## src/include/vid_consts.svh

```systemverilog
`ifndef VID_CONSTS_SVH
`define VID_CONSTS_SVH

// Active frame size for this build
`define VID_H_ACT    16
`define VID_V_ACT    8

// Height of the vertical column window
`define VID_WIN_SIZE 5

`define VID_X_W      $clog2(`VID_H_ACT)
`define VID_Y_W      $clog2(`VID_V_ACT)

// Binarizer, line buffers and morph stage each add one register
`define VID_PIPE_LAT 3

`endif

```

## src/design/vid_pkg.sv

```systemverilog
`include "vid_consts.svh"

package vid_pkg;

    // One pixel slot of the video stream
    typedef struct packed {
        logic                hsync;
        logic                vsync;
        logic                de;
        logic [7:0]          r;
        logic [7:0]          g;
        logic [7:0]          b;
        logic [`VID_X_W-1:0] x;
        logic [`VID_Y_W-1:0] y;
    } vid_pix_t;

    // Timing flags and coordinates without the colour
    typedef struct packed {
        logic                hsync;
        logic                vsync;
        logic                de;
        logic [`VID_X_W-1:0] x;
        logic [`VID_Y_W-1:0] y;
    } vid_sync_t;

    typedef enum logic [1:0] {
        MORPH_PASS   = 2'd0,
        MORPH_ERODE  = 2'd1,
        MORPH_DILATE = 2'd2
    } morph_op_e;

endpackage : vid_pkg

```

## src/design/pixel_binarizer.sv

```systemverilog
`timescale 1ns/1ps

module pixel_binarizer
    import vid_pkg::*;
(
    input  logic      i_clk  ,
    input  logic      i_rst_n,
    input  vid_pix_t  i_pix  ,
    output logic      o_bin  ,
    output vid_sync_t o_sync
);

    logic      bin_d;
    vid_sync_t sync_d;

    // Any lit channel makes the pixel white and blanking is always black
    assign bin_d = i_pix.de & (|{i_pix.r, i_pix.g, i_pix.b});

    always_comb begin
        sync_d.hsync = i_pix.hsync;
        sync_d.vsync = i_pix.vsync;
        sync_d.de    = i_pix.de;
        sync_d.x     = i_pix.x;
        sync_d.y     = i_pix.y;
    end

    always_ff @(posedge i_clk or negedge i_rst_n) begin
        if (!i_rst_n) begin
            o_bin  <= 1'b0;
            o_sync <= '0;
        end else begin
            o_bin  <= bin_d;
            o_sync <= sync_d;
        end
    end

endmodule : pixel_binarizer

```

## src/design/bin_line_buffers.sv

```systemverilog
`timescale 1ns/1ps
`include "vid_consts.svh"

module bin_line_buffers
    import vid_pkg::*;
#(
    parameter int H_ACT    = `VID_H_ACT,
    parameter int WIN_SIZE = `VID_WIN_SIZE
) (
    input  logic                i_clk   ,
    input  logic                i_rst_n ,
    input  vid_sync_t           i_sync  ,
    input  logic                i_bin   ,
    output logic [WIN_SIZE-1:0] o_window
);

    localparam int ROWS = WIN_SIZE - 1;

    // line_mem[k] holds the row k+1 lines above the current one
    logic [H_ACT-1:0] line_mem [ROWS];
    logic [ROWS-1:0]  row_valid;
    logic [ROWS-1:0]  col_bits;
    logic             de_q;
    logic             line_end;

    assign line_end = de_q & ~i_sync.de;

    // ============================================================
    // Column storage
    // ============================================================

    // Each pixel pushes its column down by one row at the same x,
    // so after a full line every memory has moved down one line
    always_ff @(posedge i_clk) begin
        if (i_sync.de) begin
            line_mem[0][i_sync.x] <= i_bin;
            for (int k = 1; k < ROWS; k++) begin
                line_mem[k][i_sync.x] <= line_mem[k-1][i_sync.x];
            end
        end
    end

    always_comb begin
        for (int k = 0; k < ROWS; k++) begin
            col_bits[k] = line_mem[k][i_sync.x] & row_valid[k];
        end
    end

    // ============================================================
    // Row history
    // ============================================================

    // A memory only counts once a line of this frame has reached it
    always_ff @(posedge i_clk or negedge i_rst_n) begin
        if (!i_rst_n) begin
            de_q      <= 1'b0;
            row_valid <= '0;
        end else begin
            de_q <= i_sync.de;
            if (i_sync.vsync) begin
                row_valid <= '0;
            end else if (line_end) begin
                row_valid[0] <= 1'b1;
                for (int k = 1; k < ROWS; k++) begin
                    row_valid[k] <= row_valid[k-1];
                end
            end
        end
    end

    always_ff @(posedge i_clk or negedge i_rst_n) begin
        if (!i_rst_n) begin
            o_window <= '0;
        end else begin
            o_window <= {col_bits, i_bin};
        end
    end

endmodule : bin_line_buffers

```

## src/design/sync_delay.sv

```systemverilog
`timescale 1ns/1ps

module sync_delay #(
    parameter int DELAY = 1,
    parameter int WIDTH = 8
) (
    input  logic             i_clk  ,
    input  logic             i_rst_n,
    input  logic [WIDTH-1:0] i_data ,
    output logic [WIDTH-1:0] o_data
);

    logic [WIDTH-1:0] stage [DELAY];

    always_ff @(posedge i_clk or negedge i_rst_n) begin
        if (!i_rst_n) begin
            for (int i = 0; i < DELAY; i++) begin
                stage[i] <= '0;
            end
        end else begin
            stage[0] <= i_data;
            for (int i = 1; i < DELAY; i++) begin
                stage[i] <= stage[i-1];
            end
        end
    end

    assign o_data = stage[DELAY-1];

endmodule : sync_delay

```

## src/design/vertical_morph.sv

```systemverilog
`timescale 1ns/1ps
`include "vid_consts.svh"

module vertical_morph
    import vid_pkg::*;
#(
    parameter int WIN_SIZE = `VID_WIN_SIZE
) (
    input  logic                i_clk   ,
    input  logic                i_rst_n ,
    input  morph_op_e           i_mode  ,
    input  logic [WIN_SIZE-1:0] i_window,
    input  vid_sync_t           i_sync  ,
    output vid_pix_t            o_pix
);

    logic       result;
    logic [7:0] level;

    always_comb begin
        case (i_mode)
            MORPH_ERODE:  result = &i_window;
            MORPH_DILATE: result = |i_window;
            default:      result = i_window[0];
        endcase
    end

    // Colour is forced black during blanking
    assign level = (i_sync.de && result) ? 8'hff : 8'h00;

    always_ff @(posedge i_clk or negedge i_rst_n) begin
        if (!i_rst_n) begin
            o_pix <= '0;
        end else begin
            o_pix.hsync <= i_sync.hsync;
            o_pix.vsync <= i_sync.vsync;
            o_pix.de    <= i_sync.de;
            o_pix.r     <= level;
            o_pix.g     <= level;
            o_pix.b     <= level;
            o_pix.x     <= i_sync.x;
            o_pix.y     <= i_sync.y;
        end
    end

endmodule : vertical_morph

```

## src/design/video_binarize_top.sv

```systemverilog
`timescale 1ns/1ps
`include "vid_consts.svh"

module video_binarize_top
    import vid_pkg::*;
(
    input  logic      i_clk  ,
    input  logic      i_rst_n,
    input  morph_op_e i_mode ,
    input  vid_pix_t  i_pix  ,
    output vid_pix_t  o_pix
);

    logic                     bin;
    vid_sync_t                bin_sync;
    logic [`VID_WIN_SIZE-1:0] window;
    vid_sync_t                win_sync;

    // ============================================================
    // Binarize stage
    // ============================================================
    pixel_binarizer u_pixel_binarizer (
        .i_clk  (i_clk   ),
        .i_rst_n(i_rst_n ),
        .i_pix  (i_pix   ),
        .o_bin  (bin     ),
        .o_sync (bin_sync)
    );

    // ============================================================
    // Column window with the timing held alongside
    // ============================================================
    bin_line_buffers #(
        .H_ACT   (`VID_H_ACT   ),
        .WIN_SIZE(`VID_WIN_SIZE)
    ) u_bin_line_buffers (
        .i_clk   (i_clk   ),
        .i_rst_n (i_rst_n ),
        .i_sync  (bin_sync),
        .i_bin   (bin     ),
        .o_window(window  )
    );

    // Matches the one register inside the line buffers
    sync_delay #(
        .DELAY(1                 ),
        .WIDTH($bits(vid_sync_t))
    ) u_sync_delay (
        .i_clk  (i_clk   ),
        .i_rst_n(i_rst_n ),
        .i_data (bin_sync),
        .o_data (win_sync)
    );

    // ============================================================
    // Morphology and output packing
    // ============================================================
    vertical_morph #(
        .WIN_SIZE(`VID_WIN_SIZE)
    ) u_vertical_morph (
        .i_clk   (i_clk   ),
        .i_rst_n (i_rst_n ),
        .i_mode  (i_mode  ),
        .i_window(window  ),
        .i_sync  (win_sync),
        .o_pix   (o_pix   )
    );

endmodule : video_binarize_top

```

## config.mk

```make
export PLATFORM = sky130hd
export DESIGN_NAME = video_binarize_top
export DESIGN_NICKNAME = d
export VERILOG_FILES = /design/src/design/vid_pkg.sv /design/src/design/pixel_binarizer.sv /design/src/design/bin_line_buffers.sv /design/src/design/sync_delay.sv /design/src/design/vertical_morph.sv /design/src/design/video_binarize_top.sv
export VERILOG_INCLUDE_DIRS = /design/src /design/src/include
export SDC_FILE = /design/constraint.sdc
export NUM_CORES = 1
export LEC_CHECK = 0
export ABC_AREA = 1
export BUFFER_PORTS_ARGS = -buffer_cell sky130_fd_sc_hd__buf_2
export CAP_MARGIN = 20
export CORE_ASPECT_RATIO = 0.7
export CORE_UTILIZATION = 52
export CTS_BUF_LIST = sky130_fd_sc_hd__clkbuf_4
export DETAILED_ROUTE_END_ITERATION = 10
export PLACE_DENSITY = 0.79
export SLEW_MARGIN = 15
export SYNTH_ARGS = -nofsm -noshare
export SYNTH_HDL_FRONTEND = slang
export SYNTH_HIERARCHICAL = 1
export SYNTH_SLANG_ARGS = --single-unit
export TNS_END_PERCENT = 1
```

## constraint.sdc

```tcl
create_clock -name i_clk -period 1.66 [get_ports i_clk]
set_clock_uncertainty 0.2 [all_clocks]
set_input_delay 0.415 -clock i_clk [delete_from_list [all_inputs] [get_ports i_clk]]
set_output_delay 0.415 -clock i_clk [all_outputs]
set_load 0.01 [all_outputs]
```

# Word-level counts from Yosys, hierarchy flattened
# Memory sizes are Yosys's and may differ from the RTL's.
# Index checks and enable logic that the tools add are counted.
dict set report word_totals {
  out_inout_bits 34
  ramBits 64
  romBits 0
  mem_count 1
  wordCells 50
  regBits 49
  latch_bits 0
}
# name depth width rd rd_ports_with_merged_regs write_ports line_no
set mem_list {}
lappend mem_list {u_bin_line_buffers.line_mem 4 16 4 0 4 bin_line_buffers.sv:20} ;# logic [H_ACT-1:0] line_mem [ROWS];
dict set report op_classes {
  n_div 0
  shifts 0
  n_eq_ne 2
  mul 0
  reduce_logical 6
  add_sub_neg 0
  mux 16
  magnitude_cmp 2
  n_bitwise 7
}
# cell n
set ops {}
lappend ops {{OR reduction 24 bit} 1}
lappend ops {{binary-select mux 1 bit (select 4 bit)} 4}
lappend ops {{2-to-1 mux 16 bit} 1}
lappend ops {{2-to-1 mux 4 bit} 2}
lappend ops {{2-to-1 mux 8 bit} 1}
lappend ops {{bitwise AND 1 bit} 6}
lappend ops {{2-to-1 mux 1 bit} 6}
lappend ops {{< comparator 4 x 5 -> 1 bit (second input constant)} 1}
lappend ops {{AND reduction 5 bit} 1}
lappend ops {{OR reduction 5 bit} 1}
lappend ops {{demux 1 bit (select 4 bit)} 1}
lappend ops {{greater-or-equal comparator 4 x 1 -> 1 bit (second input constant)} 1}
lappend ops {{equality test 2 x 1 -> 1 bit (second input constant)} 1}
lappend ops {{equality test 2 bit (second input constant)} 1}
lappend ops {{logical AND 1 bit} 2}
lappend ops {{case mux 1 bit (2 select lines)} 1}
lappend ops {{nonzero test 2 bit} 1}
lappend ops {{NOT 1 bit} 1}

# Logic depth before layout (Yosys ltp)
# Gate-level depths: netlist (run 1).
dict set report logic_depth {
  word_depth 5
  ltp_mapped 11
}

# Modules after synthesis
# Netlist (run 1), hierarchy kept.
# module seq_area_each_um2 cells_each area_per_inst_um2 n_inst
set modules_own_cells {}
lappend modules_own_cells {bin_line_buffers 2172.1 307 3130.5 1}
lappend modules_own_cells {vertical_morph 275.3 51 540.5 1}
lappend modules_own_cells {pixel_binarizer 275.3 35 369.1 1}
lappend modules_own_cells {sync_delay 250.2 10 250.2 1}

# Worst setup path after synthesis (run 1)
# OpenSTA, ideal clock, no wires.
dict set report synth_path {
  kind {reg-to-reg}
  from {register u_pixel_binarizer/o_sync[3] (netlist bit)}
  to {memory u_bin_line_buffers/line_mem[1][0] (netlist bit) (data pin)}
  path_stages_with_launch 11
  path_slack_ps 1
  required_ps 1167
  synth_period_minus_slack_ps 1659
  arrival_time_ps 1166
  cell_sequence {dfrtp_1 > buf_6 > buf_4 > nand2_1 > nand2_1 > nand2_1 > nand2_1 > nand2_1 > nand2_1 > nor2_2 > inv_1}
}
# element line_no
set synth_rtl {}
lappend synth_rtl {{from (decl)} pixel_binarizer.sv:10} ;# output vid_sync_t o_sync
lappend synth_rtl {{from (signal assigned)} pixel_binarizer.sv:33} ;# o_sync <= sync_d;
lappend synth_rtl {{to (decl)} bin_line_buffers.sv:20}

==> reports/results.ini, run 1 <==
[yosys]
synth.area.top_cells = edfxtp_1 45%, dfrtp_1 24%, nand2_1 16%
avgSynthCellArea_um2 = 10.6
async_reset_ff_share_pct = 39.6
syn_area_mm2 = 0.00429
yosys_register_bits = 106
synth_cells = 403
synth-edff-count = 64
yosysWarnings = 6
synth_top_area_share_pct = 44.8
yosysUniqueCellTypes = 19
synth_largest_area_cell = edfxtp_1
seq_area_frac_synth_pct = 69.3
ys.flop_type = edfxtp_1
synth_nets = 443
synth_most_common_cell = nand2_1
synth_common_cells = 180 x nand2_1, 64 x edfxtp_1, 42 x dfrtp_1

[clocking]
numCtsBuffers = 9
cts_root_buf = clkbuf_4
cts_sinks = 106
cts_tree = done
clk_pin_slew_ps = 150
cts_max_level = 3
cts_buffer_depth = 2
clkLatencyLatePin_ps = 460

[floorplan]
die_area_mm2 = 0.00862
ios = 72
die_h_um = 78.0
fp-row-count = 27
start_util_pct = 54.0
fp.dieW_um = 111
fp.coreArea_mm2 = 0.00794

[finish]
register_area_mm2 = 0.00298
syn_to_final_growth_pct = 21.5
final_nets = 550
layout-drive-gt1-share_pct = 30.7
multi_input_area_mm2 = 0.00100
nFillCells = 577
utilization_pct = 65.6
diodes = 0
final_cells = 616

[worst_setup_path]
endpoint_kind = register
critPathArrivalTime_ps = 1860
critPathRequiredTime_ps = 1670
path_max_fanout = 21
start_kind = register
critPathTopFamily = simple AND/OR/NAND/NOR gates
critical_path.most_common_cell = nand2_1
crit_type = register to register
max_stage_delay_ps = 500
worst-path-buf-inv = 3
crit_chain = buf_12, nand2_2, nand2_1, nand2_1, nand2_1, nand2_1, nand2_2, nor2_4, inv_2, buf_12
crit_path_top_delay_cell = dfrtp_2

[outcome]
violations = negative setup slack
status = complete, but fails checks

[detailed_routing]
drc_errors = 0
finalWirelength_um = 8940
dr.pass1.iters = 5
post_drt_wl_per_cell_um = 14.5
num_vias = 3068
postRouteAntennaNets = 0
vias_per_cell = 4.98
drt_iter0_drc = 204

[place]
port_buffers = 71
hpwl_um = 5970
placed_cells = 588
gp_congestion = 0.888

[job]
cap_violations = 0

[sta]
finalWorstSetupSlack_ps = -193
rsz0062_at_grt = yes
max_freq_mhz = 540
min_period_ps = 1850
slew_headroom_pct = 72.8
hold_viol = 0
tightest_slew_ps = 408
setup_tns_ps = -14890
hold-worst-slack_ps = 113
slew_violations = 0
finalSetupViolCount = 124
fin_crit_sh_pct = 112

[grt]
grt_max_degree = 35
grt_util_all_layers_pct = 21.8
grt_first_pass_wirelength_um = 14000
overflow = 0
antenna_found_initial = 0
grt_pass1_vias = 2842

[power_and_ir_drop]
power_uw = 4650
vdd_drop_max_mv = 0.555
p_leak_uw = 0.00250
cellPowerDensity_mw_per_mm2 = 892

[worst_hold_path]
hold_path.class = input pin to register

metrics by stage:
step	instance area [um^2]	setup WS (ps)
floorplan	4290	1.11
global placement	4930	-204
detailed placement	4930	-260
CTS	5190	-206
global route	5210	-275
finish	5210	-193
per-layer routing:
metal	track usage, %	share of wire, %	vias to the layer above
met5	0	0	-
met4	8.93	2.0	0
met3	6.56	8.4	20
met2	35.0	48	147
met1	28.0	41	1438
li1	-	-	1463
cell families after synthesis:
kind of cell    synth area share (%)
simple gates                    20.8
buf+inv                         8.19
flops                           69.3
fa+ha+maj                      0.583
compound gates                  1.11
final timing paths:
path	slack, ps	startpoint	endpoint	depth (start not counted)
worst max register to register	-190	u_pixel_binarizer/o_sync[3]	u_bin_line_buffers/line_mem[3][1]	10
worst max-delay path	-190	u_pixel_binarizer/o_sync[3]	u_bin_line_buffers/line_mem[3][1]	10
max in group asynchronous	580	i_rst_n	u_bin_line_buffers/row_valid[1]	3
min in group asynchronous	210	i_rst_n	u_sync_delay/o_data[3]	2
worst min register to register	170	u_sync_delay/o_data[6]	u_vertical_morph/o_pix[6]	0
worst min-delay path	110	i_pix[7]	u_pixel_binarizer/o_bin	7
where the power goes:
part | total (uW) | switching, uW | internal (uW)
clock | 1150 | 826 | 324
sequential | 2930 | 38.9 | 2900
combinational | 563 | 320 | 243
tightest hold or removal path, cell delays in order:
cell     delay [ps]
buf_2            70
nor2_1           30
nand2_1          40
nor2_1           40
nand3_1          60
nand2_1          40
inv_1            40
cells in the final DEF (no fill, tap or decap), drive strengths merged:
cell,instances
dlygate4sd3,11
or2,1
clkbuf,9
dfrtp,42
o21ai,1
edfxtp,64
inv,27
buf,118
nand3,5
nand2,180
nor2,45
nand3b,1
ha,2
o22ai,3
clkinv,2
a21oi,4
registers in the layout, indices dropped and copies added (netlist names):
signal,flops
u_vertical_morph/o_pix,11
u_bin_line_buffers/o_window,5
u_sync_delay/o_data,10
u_bin_line_buffers/de_q,1
u_pixel_binarizer/o_sync,10
u_bin_line_buffers/line_mem,64
u_bin_line_buffers/row_valid,4
u_pixel_binarizer/o_bin,1
cell type report:
type | count | area share, %
multi-input combinational | 242 | 19.3
tap | 101 | 2.42
sequential | 106 | 57.1
inverter | 22 | 1.68
timing repair buffer | 129 | 17.3
clock buffer | 9 | 1.30
clock inverter | 7 | 0.960
repair_timing:
| action | in CTS | in global routing |
|---|---|---|
| hold endpoints to repair | 53 | 0 |
| hold buffers | 11 | 0 |
| cloned | 0 | 0 |
| buffers inserted | 1 | 0 |
| resized for setup | 11 | 8 |
| pin swaps | 5 | 1 |
| setup endpoints to repair | 140 | 141 |
No activity file was read; power rests on OpenSTA's default activity.
==> run 2, diff against run 1 <==
--- a/config.mk
+++ b/config.mk
@@ -14,6 +14,7 @@
 export CTS_BUF_LIST = sky130_fd_sc_hd__clkbuf_4
 export DETAILED_ROUTE_END_ITERATION = 10
 export PLACE_DENSITY = 0.79
+export REMOVE_ABC_BUFFERS = 1
 export SLEW_MARGIN = 15
 export SYNTH_ARGS = -nofsm -noshare
 export SYNTH_HDL_FRONTEND = slang
==> run 2 against run 1 <==
The flow still finishes with violations (negative setup slack). Register-to-register slack got worse by 40 ps. Design area rose by 0.74%. Maximum frequency fell by 2.0%. Core utilization rose by 0.49 points. Critical path type unchanged. Critical endpoint is now u_bin_line_buffers/o_window[2]. Largest cell class unchanged.
==> reports/results.ini, run 2 (synthesis gave the netlist of run 1 again) <==
[worst_setup_path]
reg2regPathDepth = 12
critPathRequiredTime_ps = 1870
crit_type = register to register
path_max_fanout = 16
start_kind = register
endpoint_kind = register
critPathArrivalTime_ps = 2100

[sta]
slew_violations = 0
slew_headroom_pct = 79.3
rsz0062_at_grt = yes
hold_viol = 0
tightest_slew_ps = 310
setup_tns_ps = -12460
finalSetupViolCount = 88
fin_crit_sh_pct = 114
max_freq_mhz = 529
min_period_ps = 1890
finalWorstSetupSlack_ps = -230

[clocking]
numCtsBuffers = 9
cts_buffer_depth = 2
cts_tree = done
cts_root_buf = clkbuf_4
cts_max_level = 3
cts_sinks = 106
clk_pin_slew_ps = 160
clkLatencyLatePin_ps = 470

[grt]
grt_max_degree = 43
grt_pass1_vias = 2884
overflow = 0
antenna_found_initial = 0
grt_util_all_layers_pct = 22.8
grt_first_pass_wirelength_um = 14400

[finish]
final_common_cell = nand2_1
layout-drive-gt1-share_pct = 31.4
syn_to_final_growth_pct = 22.4
regMostFlops = u_bin_line_buffers/line_mem
nFillCells = 573
diodes = 0
largest_register_ffs = 64
layout_common_cells = 168 x nand2_1, 71 x buf_2, 64 x edfxtp_1
multi_input_area_mm2 = 0.00103
top_regs = u_bin_line_buffers/line_mem x64, u_vertical_morph/o_pix x11
register_area_mm2 = 0.00298
final_cells = 613
final_nets = 547

[detailed_routing]
vias_per_cell = 4.92
dr.pass1.iters = 5
post_drt_wl_per_cell_um = 15.3
postRouteAntennaNets = 0
finalWirelength_um = 9370
drt_iter0_drc = 222
drc_errors = 0
num_vias = 3019

[floorplan]
ios = 72
start_util_pct = 54.0
die_area_mm2 = 0.00862
die_h_um = 78.0
fp-row-count = 27
fp.coreArea_mm2 = 0.00794
fp.dieW_um = 111

[power_and_ir_drop]
p_leak_uw = 0.00248
cellPowerDensity_mw_per_mm2 = 891
vdd_drop_max_mv = 0.653

[worst_hold_path]
hold_path.class = input pin to register
hold_path_depth = 7

[outcome]
status = complete, but fails checks
violations = negative setup slack

[place]
gp_congestion = 0.937
port_buffers = 71
hpwl_um = 6180
placed_cells = 580

[job]
cap_violations = 0

run 2: cell types whose count changed in the layout (fill, tap and decap cells not counted), sizes merged:
cell	delta
buf	-4
clkinvlp	+2
inv	-1
run 2: power by group:
group          switching, uW  internal [uW]  total [uW]
combinational            345            252         596
sequential              35.3           2900        2930
clock                    830            318        1150
run 2: worst max-delay path: stages (launching register included):
cell and delay (ps):
dfrtp_2 470, buf_12 170, inv_8 110, nand2_1 60
nand2_1 70, nand2_1 80, nand2_1 90, nand2_1 70
nand2_2 110, nor2_4 50, buf_4 130, buf_4 130
nor2_1 110
run 2: per-stage QoR:
| stage | setup slack (ps) | util, % | power [uW] | instance area (um^2) | hold slack, ps |
|---|---|---|---|---|---|
| finish | -230 | 66.1 | 4680 | 5250 | 104 |
| global route | -294 | 66.1 | 4870 | 5250 | 107 |
| CTS | -177 | 65.2 | 4680 | 5180 | 89.3 |
| detailed placement | -245 | 61.2 | 3510 | 4860 | 136 |
| global placement | -175 | 61.2 | 3480 | 4860 | 132 |
| floorplan | -672 | - | 3200 | 4030 | -80.6 |
run 2: timing repair:
action,CTS,global route
endpoints found under the hold margin,53,0
setup buffers,6,1
gates resized for setup,18,26
endpoints found under the setup margin,124,139
gates cloned,0,1
hold buffers,11,0
pin swaps,8,4
run 2: final cells by class:
cell class	count	share of cell area, %
tap	101	2.41
multi-input combinational	242	19.5
timing repair buffer	125	16.7
clock buffer	9	1.29
timing repair inverter	1	0.214
clock inverter	7	0.977
sequential	106	56.7
inverter	22	2.12
run 2: per-layer routing:
| layer | track usage (%) | routed length [um] |
|---|---|---|
| met4 | 7.47 | 173 |
| met2 | 35.8 | 4290 |
| met5 | 0 | 0 |
| met1 | 29.4 | 3960 |
| met3 | 8.44 | 940 |
run 2: final timing paths:
| kind | from | end | slack (ps) |
|---|---|---|---|
| max in group asynchronous | i_rst_n | u_pixel_binarizer/o_sync[3] | 830 |
| hold reg to reg | u_pixel_binarizer/o_sync[1] | u_sync_delay/o_data[1] | 160 |
| setup / recovery | u_pixel_binarizer/o_sync[3] | u_bin_line_buffers/o_window[2] | -230 |
| hold / removal | i_pix[27] | u_pixel_binarizer/o_bin | 100 |
| setup reg to reg | u_pixel_binarizer/o_sync[3] | u_bin_line_buffers/o_window[2] | -230 |
| min in group asynchronous | i_rst_n | u_sync_delay/o_data[2] | 230 |
